[config.mk]
export PLATFORM = sky130hd
export DESIGN_NAME = pixel_word_decoder
export DESIGN_NICKNAME = d
export VERILOG_FILES = /design/src/design/pipeline_tail_pkg.sv /design/src/design/pixel_word_decoder.sv
export VERILOG_INCLUDE_DIRS = /design/src /design/src/design
export SDC_FILE = /design/constraint.sdc
export NUM_CORES = 1
export LEC_CHECK = 0
export ABC_AREA = 1
export BUFFER_PORTS_ARGS = -buffer_cell sky130_fd_sc_hd__buf_2
export CAP_MARGIN = 0
export CORE_UTILIZATION = 39
export CTS_CLUSTER_DIAMETER = 30
export DETAILED_ROUTE_END_ITERATION = 6
export HOLD_SLACK_MARGIN = 0.15
export PLACE_DENSITY = 0.74
export SLEW_MARGIN = 20
export SYNTH_ARGS = -nofsm -noshare
export SYNTH_HDL_FRONTEND = slang
export SYNTH_SLANG_ARGS = --single-unit
export TNS_END_PERCENT = 5
[constraint.sdc]
create_clock -name clk_display -period 1.1 [get_ports clk_display]
set_input_delay 0.165 -clock clk_display [delete_from_list [all_inputs] [get_ports clk_display]]
set_output_delay 0.165 -clock clk_display [all_outputs]
set_load 0.05 [all_outputs]
[src/design/pipeline_tail_params.svh]
`ifndef PIPELINE_TAIL_PARAMS_SVH
`define PIPELINE_TAIL_PARAMS_SVH

// Drawing buffer geometry, identical to the visible area
`define PT_H_ACTIVE 16
`define PT_V_ACTIVE 12
`define PT_BUF_WORDS (`PT_H_ACTIVE * `PT_V_ACTIVE)
`define PT_ADDR_W 8

// Horizontal timing in pixel clocks
`define PT_H_FRONT 2
`define PT_H_SYNC 3
`define PT_H_BACK 3
`define PT_H_TOTAL (`PT_H_ACTIVE + `PT_H_FRONT + `PT_H_SYNC + `PT_H_BACK)

// Vertical timing in lines
`define PT_V_FRONT 1
`define PT_V_SYNC 2
`define PT_V_BACK 1
`define PT_V_TOTAL (`PT_V_ACTIVE + `PT_V_FRONT + `PT_V_SYNC + `PT_V_BACK)

// Level of hsync and vsync during the pulse (0 is active low)
`define PT_SYNC_POL 0

`endif

[src/design/pipeline_tail_pkg.sv]
package pipeline_tail_pkg;

    typedef struct packed {
        logic [3:0] red;
        logic [3:0] green;
        logic [3:0] blue;
    } color_t;

    // Control word opcodes
    typedef enum logic [1:0] {
        OP_FILL      = 2'd0,
        OP_FRAME_END = 2'd1,
        OP_RSVD_2    = 2'd2,
        OP_RSVD_3    = 2'd3
    } pixel_op_t;

    // Kind bit 0 writes a single pixel
    typedef struct packed {
        logic       kind;
        logic [7:0] x;
        logic [6:0] y;
        color_t     color;
        logic [3:0] pad;
    } draw_word_t;

    // Kind bit 1 carries an opcode
    typedef struct packed {
        logic        kind;
        pixel_op_t   op;
        color_t      color;
        logic [16:0] pad;
    } ctrl_word_t;

    typedef union packed {
        draw_word_t draw;
        ctrl_word_t ctrl;
    } pixel_word_t;

endpackage

[src/design/pixel_word_decoder.sv]
`timescale 1ns/1ps
`include "pipeline_tail_params.svh"

module pixel_word_decoder (
    input  logic                           clk_display,
    input  logic                           rstn_display,
    input  logic                           pixel_valid,
    input  pipeline_tail_pkg::pixel_word_t pixel_word,
    input  logic                           writer_ready,
    output logic                           pixel_ready,
    output logic                           cmd_draw,
    output logic                           cmd_fill,
    output logic                           cmd_frame_end,
    output logic [`PT_ADDR_W-1:0]          cmd_addr,
    output pipeline_tail_pkg::color_t      cmd_color
);
    import pipeline_tail_pkg::*;

    logic accept;
    logic is_ctrl;
    logic in_range;
    logic slot_draw;
    logic slot_fill;
    logic slot_end;
    logic slot_full;

    // Kind bit sits at bit 31 in both views
    assign is_ctrl   = pixel_word.draw.kind;
    assign in_range  = (pixel_word.draw.x < `PT_H_ACTIVE) && (pixel_word.draw.y < `PT_V_ACTIVE);
    assign slot_full = slot_draw || slot_fill || slot_end;

    assign pixel_ready = writer_ready && !slot_full;
    assign accept      = pixel_valid && pixel_ready;

    // Held command is released only when the writer can take it
    assign cmd_draw      = slot_draw && writer_ready;
    assign cmd_fill      = slot_fill && writer_ready;
    assign cmd_frame_end = slot_end && writer_ready;

    always_ff @(posedge clk_display or negedge rstn_display) begin
        if (!rstn_display) begin
            slot_draw <= 1'b0;
            slot_fill <= 1'b0;
            slot_end  <= 1'b0;
        end else if (accept) begin
            // Off-screen draws and reserved opcodes leave the slot empty
            slot_draw <= !is_ctrl && in_range;
            slot_fill <= is_ctrl && (pixel_word.ctrl.op == OP_FILL);
            slot_end  <= is_ctrl && (pixel_word.ctrl.op == OP_FRAME_END);
        end else if (writer_ready) begin
            slot_draw <= 1'b0;
            slot_fill <= 1'b0;
            slot_end  <= 1'b0;
        end
    end

    always_ff @(posedge clk_display) begin
        if (accept) begin
            cmd_addr  <= `PT_ADDR_W'(pixel_word.draw.y * `PT_H_ACTIVE + pixel_word.draw.x);
            cmd_color <= is_ctrl ? pixel_word.ctrl.color : pixel_word.draw.color;
        end
    end

    // One command kind per pulse
    assert property (@(posedge clk_display) disable iff (!rstn_display)
        $onehot0({cmd_draw, cmd_fill, cmd_frame_end}));

endmodule

* Word level (Yosys, flattened, before mapping) *
Cells that the tools add are included.

storage, ports and cells
  RAM bits = 0
  output and inout bits = 24
  flip-flop bits (word level) = 23
  memories = 0
  bits in latches = 0
  memory bits (read-only) = 0

operators by class
  shifts and indexed selects = 0
  reduce and logical (&&, ||, !) cells = 15
  divide/modulo/power cells = 0
  $lt $le $gt $ge = 2
  mux-type cells = 5
  multiply operators = 0
  bitwise gates (word level) = 0
  add/subtract/negate cells = 1
  eq/ne operators = 1

operators with widths
  kind                                                 number
  two-way mux 12 bit                                   1
  logical AND 1 bit                                    9
  adder 8 bit                                          1
  < comparator 8 x 5 -> 1 bit (second input constant)  1
  < comparator 7 x 4 -> 1 bit (second input constant)  1
  two-way mux 1 bit                                    4
  == test 2 x 1 -> 1 bit (second input constant)       1
  logical NOT 1 bit                                    2
  logical NOT 2 bit                                    1
  logical OR 1 bit                                     2
  nonzero test 2 bit                                   1

* Depth between registers and ports, before layout *
Gate-level depths: netlist of run 1.

  word-level depth = 6
  gate-level depth with buffers = 5
  gate-level depth less buffers = 5

* Worst setup path before layout of run 1 *
Ideal clock, no wire load.

  path kind = register to register
  start = register slot_fill
  end = register cmd_addr[0] (enable)
  cell stages (with the launch flop) = 4
  path slack = -0.126 ns
  clock period less this slack = 1.226 ns
  arrival time = 0.885 ns
  path buffers = 0
  path through = dfrtp_1 nor2_2 nand4_2 inv_2

on the way
  cells in the longest elaborated chain, start to end = 5

RTL lines
  item                            line                      RTL
  start: declaration              pixel_word_decoder.sv:23  logic slot_fill;
  start signal: assignment        pixel_word_decoder.sv:48  slot_fill <= is_ctrl && (pixel_word.ctrl.op == OP_FILL);
  logical OR 1 bit (2 in series)  pixel_word_decoder.sv:30  assign slot_full = slot_draw || slot_fill || slot_end;
  logical NOT 1 bit               pixel_word_decoder.sv:32  assign pixel_ready = writer_ready && !slot_full;
  logical AND 1 bit               pixel_word_decoder.sv:32
  logical AND 1 bit               pixel_word_decoder.sv:33  assign accept = pixel_valid && pixel_ready;
  via accept                      pixel_word_decoder.sv:19  logic accept;
  end signal: assignment          pixel_word_decoder.sv:59  cmd_addr <= `PT_ADDR_W'(pixel_word.draw.y * `PT_H_ACTIVE + pixel_word.draw.x);
  end: declaration                pixel_word_decoder.sv:14  output logic [`PT_ADDR_W-1:0] cmd_addr,

The timed path passes the listed nets, and every way through them passes these cells.
A chain may end at the register's enable or synchronous reset.

* Final worst setup path of run 1 *
  start = register slot_fill
  end = output pixel_ready

on the way
  cells in the longest elaborated chain, start to end = 4

RTL lines
  item                            line                      RTL
  logical OR 1 bit (2 in series)  pixel_word_decoder.sv:30
  logical NOT 1 bit               pixel_word_decoder.sv:32
  logical AND 1 bit               pixel_word_decoder.sv:32
  end: declaration                pixel_word_decoder.sv:10  output logic pixel_ready,

No other way between the ends.

==> results of run 1 <==
## cells in the mapped netlist
cell	count
nand4_2	1
buf_4	2
nor2_2	1
o21ai_0	2
nor2_4	1
inv_2	3
nand3_2	1
dfrtp_1	3
nand3b_1	1
xnor2_1	2
fa_1	1
edfxtp_1	20
nor2_1	3
inv_1	11
a21oi_1	1
o21ai_1	3
nand2_1	43
ha_1	3
nand3_1	4
## what timing repair did
action	4_1_cts	5_1_grt
pin swaps	1	1
hold endpoints to repair	17	3
setup endpoints to repair	24	47
cloned	0	0
gates resized for setup	9	28
hold buffers	15	3
buffers inserted	1	0
## metrics by stage
| step | setup TNS [ns] | util | setup slack (ns) | cells |
|---|---|---|---|---|
| 6_report | -2.75 | 0.698 | -0.211 | 224 |
| 5_1_grt | -4.86 | 0.698 | -0.283 | 224 |
| 4_1_cts | -3.23 | 0.664 | -0.200 | 221 |
| 3_5_place_dp | -1.69 | 0.581 | -0.138 | 201 |
| 3_3_place_gp | -1.43 | 0.581 | -0.106 | 201 |
| 2_1_floorplan | -0.406 | - | -0.0203 | 106 |
## power by group
part / switching (uW) / internal [uW] / leakage (uW)
Clock: 258 / 142 / 0.0000150
Sequential: 15.1 / 1010 / 0.000229
Combinational: 316 / 210 / 0.000636
## worst max path at each step
stage                        start          end  slack, ns  depth (start not counted)
floorplan                slot_fill  cmd_addr[0]      -0.02                          3
global placement    pixel_word[27]  cmd_addr[5]      -0.11                          5
detailed placement  pixel_word[27]  cmd_addr[5]      -0.14                          5
CTS                      slot_draw  pixel_ready      -0.20                          4
global route             slot_fill  pixel_ready      -0.28                          4
finish                   slot_fill  pixel_ready      -0.21                          4
## per-layer routing
layer	wire (um)	global-route usage	up-vias
met3	143	0.0250	10
li1	-	-	520
met1	1120	0.208	470
met4	92	0.141	0
met2	1590	0.382	45
met5	0	0	-
## worst max-delay path, delay by kind of cell, from the launching register on
| kind | cells | cell delay, ns |
|---|---|---|
| DFF | 1 | 0.41 |
| buffers and inverters | 2 | 0.22 |
| and+or+nand+nor | 2 | 0.19 |
## registers in the layout, indices dropped and copies added, names as in the netlist
| register | flops |
|---|---|
| cmd_addr | 8 |
| cmd_color | 12 |
| slot_draw | 1 |
| slot_end | 1 |
| slot_fill | 1 |
## area by class of cell
class,count,area share
multi-input combinational,67,0.200
inverter,14,0.0363
sequential,23,0.377
tap,30,0.0209
timing repair buffer,86,0.351
clock buffer,4,0.0147
## kinds of logic (layout without fill, tap and decap cells)
logic type / after synthesis / after routing / share of synthesized area
AOI/OAI and AO/OA: 6 / 6 / 0.0276
and+or+nand+nor: 55 / 55 / 0.221
DFF: 23 / 23 / 0.621
xor gates and xnor gates: 2 / 2 / 0.0161
adders and majority gates: 4 / 4 / 0.0529
buffers and inverters: 16 / 104 / 0.0621
==> results_dict.tcl, run 1 <==
set metrics [dict create \
    final_common_cell "buf_2" \
    wl_per_cell_um 13.2 \
    antenna_found_initial 0 \
    p_leak_uw 0.000880 \
    first_pass_iters 4 \
    vias 1045 \
    coreArea_um2 2570 \
    min_from "pixel_word[30]" \
    finalSetupViolations 31 \
    layout_common_cells "buf_2 (43), nand2_1 (41), edfxtp_1 (20), dlygate4sd3_1 (18), buf_4 (13)" \
    area_growth_pct 64.6 \
    numPortBuffers 55 \
    fin_ws_ns -0.211 \
    ios 60 \
    vdd_drop_max_v 0.000755 \
    ys_warn_count 0 \
    cp.arrival_ns 1.15 \
    cts_buffers 3 \
    synth_cell_types 19 \
    timing.final.crit_period_ns 1.31 \
    gp_congestion 0.754 \
    fin_area_um2 1790 \
    nFillCells 175 \
    die_w_um 54.8 \
    skew_ns 0.00112 \
    finalMaxSlewViolations 0 \
    drive_above_1_share 0.423 \
    worstSetupStartpointType "register" \
    slew_headroom 0.827 \
    ff_latch_area_um2 676 \
    cts.path.max_buffers 2 \
    routed_wl_mm 2.95 \
    max_stage_delay_ns 0.41 \
    initial_utilization 0.424 \
    rsz0062_at_grt "true" \
    vias_per_cell 4.67 \
    hold_path.class "input port to register" \
    clk_latency_ns 0.32 \
    ys_seq_area_frac 0.621 \
    clock_sinks 23 \
    cts_tree "yes" \
    row_count 18 \
    max_freq_mhz 763 \
    synth_cells 106 \
    diodes 0 \
    cp_slowest_cell "dfrtp_1" \
    whs_ns 0.140 \
    gr-usage-all-layers 0.205 \
    avgSynthCellArea_um2 10.3 \
    r2r_cells 4 \
    grt_pass1_vias 1046 \
    grt-ovfl-total 0 \
    die-area_um2 3010 \
    crit_chain "nor2_2 -> nand3_1 -> inv_1 -> buf_6" \
    power_density_nw_per_um2 1090 \
    netlist.area_leader.share 0.552 \
    synthesis.nets 146 \
    power_uw 1950 \
    critical_path_class "register to output port" \
    postRouteAntennaNets 0 \
    crit_path_end_kind "output port" \
    grt_first_pass_wirelength_mm 4.20 \
    synthesis.area_um2 1090 \
    dpl_cell_area_um2 1490 \
    violations "setup timing" \
    hold-path-cell-count 4 \
    rrSetupSlack_ns -0.10 \
    finalCritPeriodShare 1.19 \
    rr_startpoint "slot_fill" \
    worst_pin_slew_ns 0.260 \
    rr_endpoint "cmd_addr[4]" \
    cts.clk_slew.worst_paths_ns 0.12 \
    drv_cap 0 \
    yosysTopAreaCell "edfxtp_1" \
    holdPathEnd "slot_fill" \
    ctsRootBufferMaster "clkbuf_4" \
    cts_htree_levels 1 \
    critPathRequiredTime_ns 0.94 \
    ys_ff_latch 23 \
    hpwl_mm 1.92 \
    multi_input_area_um2 359 \
    route.detailed.drc 0 \
    nets 235 \
    drt_iter0_markers 27 \
    ys_top_cells_by_area "edfxtp_1 (55%), nand2_1 (15%), dfrtp_1 (6.9%)" \
    grt_max_degree 22 \
    outcome "complete, but fails checks" \
    hold_viol 0 \
    cp_max_fo 2 \
    die_height_um 54.8 \
]
No activity file was read; power rests on OpenSTA's default activity.
==> run 2: changes to the inputs <==
--- a/config.mk
+++ b/config.mk
@@ -6,14 +6,14 @@
 export SDC_FILE = /design/constraint.sdc
 export NUM_CORES = 1
 export LEC_CHECK = 0
-export ABC_AREA = 1
+export ABC_AREA = 0
 export BUFFER_PORTS_ARGS = -buffer_cell sky130_fd_sc_hd__buf_2
 export CAP_MARGIN = 0
 export CORE_UTILIZATION = 39
 export CTS_CLUSTER_DIAMETER = 30
 export DETAILED_ROUTE_END_ITERATION = 6
 export HOLD_SLACK_MARGIN = 0.15
-export PLACE_DENSITY = 0.74
+export PLACE_DENSITY = 0.75
 export SLEW_MARGIN = 20
 export SYNTH_ARGS = -nofsm -noshare
 export SYNTH_HDL_FRONTEND = slang
==> run 2 against run 1 <==
Compared with the run above: the flow still finishes with violations (setup timing); critical path depth down 2; worst setup slack got worse by 0.15 ns; synthesized cell count down 36%; sequential power is essentially flat; synthesized area is 2.8% lower; critical path type unchanged; critical endpoint unchanged.
==> results_dict.tcl, run 2 <==
set metrics [dict create \
    drive_above_1_share 0.620 \
    synthTopCellsByCount "edfxtp_1 (20), mux2_2 (12), inv_1 (7)" \
    post_cts_buffers 0 \
    finish.utilization 0.648 \
    skew_ns 0.00341 \
    cts.clk_slew.worst_paths_ns 0.12 \
    finalCritPeriodShare 1.32 \
    wl_met3_um 180 \
    grt_first_pass_wirelength_mm 3.48 \
    cts_buffers 3 \
    synthesis.nets 108 \
    max_freq_mhz 686 \
    gp_congestion 0.750 \
    area_growth_pct 54.4 \
    nets 183 \
    initial_utilization 0.420 \
    synth_cell_types 22 \
    crit_path_end_kind "output port" \
    outcome "complete, but fails checks" \
    met1Wirelength_um 963 \
    cts_htree_levels 1 \
    r2r_cells 4 \
    cp_max_fo 2 \
    nFillCells 203 \
    vias 824 \
    regMostFlops "cmd_color" \
    die_height_um 54.1 \
    hpwl_mm 1.81 \
    grt_pass1_vias 788 \
    top_regs "cmd_color: 12 flops, cmd_addr: 8 flops" \
    gr-usage-all-layers 0.175 \
    largest_reg_flops 12 \
    postRouteAntennaNets 0 \
    critical_path_class "register to output port" \
    synth_edf_count 20 \
    final_common_cell "buf_2" \
    critPathRequiredTime_ns 0.94 \
    row_count 18 \
    worstSetupStartpointType "register" \
    clk_latency_ns 0.30 \
    yosysTopAreaCell "edfxtp_1" \
    clock_sinks 23 \
    layout_common_cells "buf_2 (47), edfxtp_1 (20), mux2_2 (12), buf_4 (8)" \
    grt-ovfl-total 0 \
    grt_max_degree 21 \
    timing.final.crit_period_ns 1.46 \
    wl_per_cell_um 14.2 \
    p_leak_uw 0.000726 \
    power_density_nw_per_um2 1150 \
    die_w_um 54.1 \
    fin_ws_ns -0.357 \
    slew_headroom 0.810 \
    vdd_drop_max_v 0.000774 \
    ys_top_cells_by_area "edfxtp_1 (57%), mux2_2 (13%), dfrtp_1 (7.1%)" \
    drt_iter0_markers 6 \
    drv_cap 0 \
    netlist.area_leader.share 0.567 \
    hold_path.class "input port to register" \
    numPortBuffers 55 \
    ys_seq_area_frac 0.638 \
    worst_pin_slew_ns 0.283 \
    vias_per_cell 4.79 \
    cts.path.max_buffers 2 \
    antenna_found_initial 0 \
    die-area_um2 2930 \
    synthFlopType "edfxtp_1" \
    synth_cells 68 \
    cp.arrival_ns 1.29 \
    synthesis.area_um2 1060 \
    hold_viol 0 \
    topRoutingLayerUsed "met4" \
    finalMaxSlewViolations 0 \
    ys_ff_latch 23 \
    violations "setup timing" \
    cts_tree "yes" \
    ctsRootBufferMaster "clkbuf_4" \
    finalSetupViolations 28 \
    coreArea_um2 2520 \
    avgSynthCellArea_um2 15.6 \
    synth_most_common_cell "edfxtp_1" \
    first_pass_iters 4 \
    route.met2.wl_mm 1.29 \
    diodes 0 \
    routed_wl_mm 2.44 \
    ys_warn_count 0 \
    rsz0062_at_grt "true" \
    instances_no_fill 172 \
    ios 60 \
    synth_async_sr_flop_share 0.130 \
    route.detailed.drc 0 \
    dp_cells 161 \
    hold-path-cell-count 3 \
]
[run 2: kinds of logic (layout without fill, tap and decap cells)]
| group | count (synthesis) | in the layout | synth area share |
|---|---|---|---|
| DFF | 23 | 23 | 0.638 |
| muxes | 12 | 12 | 0.128 |
| and+or+nand+nor | 11 | 11 | 0.0721 |
| buffers and inverters | 9 | 83 | 0.0343 |
| AOI/OAI and AO/OA | 6 | 6 | 0.0485 |
| adders and majority gates | 4 | 4 | 0.0544 |
| xor gates and xnor gates | 3 | 3 | 0.0248 |
[run 2: what timing repair did]
item                                    in CTS  in global routing
gates resized for setup                     15                  9
hold buffers                                 7                  0
endpoints found under the hold margin       10                  0
endpoints found under the setup margin      28                 37
pin swaps                                    1                  1
[run 2: worst paths after layout]
| path | slack (ns) | startpoint | to |
|---|---|---|---|
| max | -0.36 | slot_draw | pixel_ready |
| min in group asynchronous | 0.18 | rstn_display | slot_draw |
| min | 0.16 | pixel_word[29] | slot_draw |
| max in group asynchronous | 0.81 | rstn_display | slot_fill |
| max reg2reg | -0.34 | slot_draw | cmd_color[0] |
| min reg2reg | 0.66 | slot_fill | slot_fill |
[run 2: routing by layer]
metal | track usage | up-vias
li1 | - | 398
met3 | 0.0395 | 2
met2 | 0.317 | 35
met1 | 0.198 | 389
met5 | 0 | -
met4 | 0.0641 | 0
[run 2: power by group]
group | leakage, uW | total (uW) | internal [uW] | switching, uW
Clock | 0.0000150 | 370 | 141 | 229
Combinational | 0.000483 | 488 | 200 | 288
Sequential | 0.000228 | 1020 | 1010 | 15.1
[run 2: stage by stage]
step,area [um2],worst slack [ns],hold WS (ns),power (uW),setup TNS [ns]
2_1_floorplan,1060,-0.829,-0.131,1320,-18.36
3_3_place_gp,1470,-0.226,-0.0368,1470,-5.35
3_5_place_dp,1470,-0.271,-0.0350,1490,-6.52
4_1_cts,1620,-0.354,0.152,1890,-8.18
5_1_grt,1630,-0.423,0.153,1960,-10.02
6_report,1630,-0.357,0.161,1880,-8.51
[run 2: layout make-up]
type	instances	area [um2]	share of cell area
Sequential cell	23	676	0.413
Timing Repair Buffer	72	499	0.306
Multi-Input combinational cell	36	365	0.224
Tap cell	30	37.5	0.0230
Inverter	7	30.0	0.0184
Clock buffer	4	26.3	0.0161
[run 2: worst max-delay path, stage by stage, from the launching register on]
cell and delay [ns]:
dfrtp_1 0.43, nor4b_4 0.35, buf_6 0.21
==> run 3: changes to the inputs <==
--- a/config.mk
+++ b/config.mk
@@ -10,6 +10,7 @@
 export BUFFER_PORTS_ARGS = -buffer_cell sky130_fd_sc_hd__buf_2
 export CAP_MARGIN = 0
 export CORE_UTILIZATION = 39
+export CTS_BUF_LIST = sky130_fd_sc_hd__clkbuf_16
 export CTS_CLUSTER_DIAMETER = 30
 export DETAILED_ROUTE_END_ITERATION = 6
 export HOLD_SLACK_MARGIN = 0.15
==> run 3 against run 2 <==
Compared with the run above: the run still ends with setup timing left; via count fell by 1.8%; sequential cell count did not move; global-route usage down 1.2 points; fmax rose by 2.3%; first-iteration DRC count up 83%; clock-buffer cell count is 1 lower; worst setup slack better by 0.032 ns; power grew 19%; combinational power fell by 3%; routed wire length fell by 5.9%; register-to-register slack improved by 0.02 ns.
==> results_dict.tcl, run 3 (synthesized netlist as in run 2, its figures left out) <==
set metrics [dict create \
    nets 181 \
    max_stage_delay_ns 0.41 \
    grt_max_degree 21 \
    finalSetupViolations 27 \
    wl_per_cell_um 13.5 \
    rsz0062_at_grt "true" \
    hold_path.class "input port to register" \
    worst_pin_slew_ns 0.268 \
    cts.path.max_buffers 2 \
    first_pass_iters 4 \
    die_height_um 54.1 \
    fin_ws_ns -0.325 \
    postRouteAntennaNets 0 \
    skew_ns 0.00221 \
    layout_common_cells "buf_2 (51), edfxtp_1 (20), mux2_2 (10), buf_4 (8), inv_1 (7)" \
    drive_above_1_share 0.629 \
    clock_sinks 23 \
    grt-ovfl-total 0 \
    cts.clk_slew.worst_paths_ns 0.06 \
    antenna_found_initial 0 \
    largest_reg_flops 12 \
    cp_max_fo 2 \
    violations "setup timing" \
    numPortBuffers 55 \
    regMostFlops "cmd_color" \
    power_density_nw_per_um2 1360 \
    critical_path_class "register to output port" \
    die_w_um 54.1 \
    row_count 18 \
    rrSetupSlack_ns -0.32 \
    cts_buffers 3 \
    routed_wl_mm 2.29 \
    slew_headroom 0.820 \
    clk_latency_ns 0.25 \
    cts_htree_levels 1 \
    ctsRootBufferMaster "clkbuf_16" \
    vias_per_cell 4.76 \
    hold-path-cell-count 2 \
    vias 809 \
    whs_ns 0.170 \
    finalCritPeriodShare 1.30 \
    top_regs "cmd_color: 12 flops, cmd_addr: 8 flops" \
    drv_cap 0 \
    cp.arrival_ns 1.26 \
    coreArea_um2 2520 \
    max_freq_mhz 702 \
    r2r_cells 4 \
    initial_utilization 0.420 \
    diodes 0 \
    critPathRequiredTime_ns 0.94 \
    ios 60 \
    crit_path_end_kind "output port" \
    nFillCells 194 \
    p_leak_uw 0.000745 \
    timing.final.crit_period_ns 1.43 \
    gp_congestion 0.750 \
    hold_viol 0 \
    grt_pass1_vias 755 \
    die-area_um2 2930 \
    cts_tree "yes" \
    finish.utilization 0.654 \
    route.detailed.drc 0 \
    area_growth_pct 55.8 \
    final_common_cell "buf_2" \
    hpwl_mm 1.81 \
    finalMaxSlewViolations 0 \
    grt_first_pass_wirelength_mm 3.31 \
    drt_iter0_markers 11 \
    post_cts_buffers 0 \
    vdd_drop_max_v 0.00107 \
    gr-usage-all-layers 0.162 \
    outcome "complete, but fails checks" \
    cp_slowest_cell "dfrtp_1" \
    worstSetupStartpointType "register" \
    crit_chain "nor4b_4 -> buf_4" \
]
[run 3: cell types whose count changed in the layout (fill, tap and decap cells not counted), sizes merged]
cell / change
clkbuf: -1
dlygate4sd3: -2
inv: +1
[run 3: timing repair]
item,CTS,global route
resized for setup,13,2
hold buffers,5,0
setup endpoints to repair,27,29
endpoints found under the hold margin,7,0
[run 3: cell type report]
cell class	count	area, um2	share of cell area
timing repair buffer	70	454	0.275
multi-input combinational	36	373	0.226
clock inverter	1	3.75	0.00228
sequential	23	676	0.410
tap	30	37.5	0.0228
clock buffer	3	75.1	0.0455
inverter	7	30.0	0.0182
[run 3: path summary, 6_finish.rpt]
check	from	to
min in group asynchronous	rstn_display	slot_draw
setup reg to reg	slot_end	cmd_color[10]
hold / removal	pixel_word[30]	slot_draw
hold reg to reg	slot_fill	slot_fill
setup / recovery	slot_end	pixel_ready
max in group asynchronous	rstn_display	slot_fill
[run 3: report_power, final]
| part | switching [uW] | leakage, uW | total, uW | internal, uW |
|---|---|---|---|---|
| registers | 12.8 | 0.000228 | 1020 | 1010 |
| clock network | 260 | 0.0000423 | 743 | 483 |
| logic | 286 | 0.000474 | 474 | 189 |
[run 3: routing by layer]
metal / track usage / vias up / share of wire
li1: - / 395 / -
met3: 0.0367 / 2 / 0.080
met4: 0.0470 / 0 / 0.0017
met5: 0 / - / 0
met1: 0.198 / 373 / 0.42
met2: 0.284 / 39 / 0.49
[run 3: critical path: cells and delay by family (launching register included)]
family                 cells  cell delay (ns)
DFF                        1             0.41
and+or+nand+nor            1             0.34
buffers and inverters      1             0.26
[run 3: through the flow]
step                std cells  TNS [ns]  cell area, um2  worst slack (ns)  total power, uW
CTS                       170     -7.05            1640            -0.297             2250
global route              170     -8.86            1650            -0.370             2330
global placement          161     -5.35            1470            -0.226             1470
detailed placement        161     -6.52            1470            -0.271             1490
finish                    170     -7.83            1650            -0.325             2240
floorplan                  68    -18.36            1060            -0.829             1320
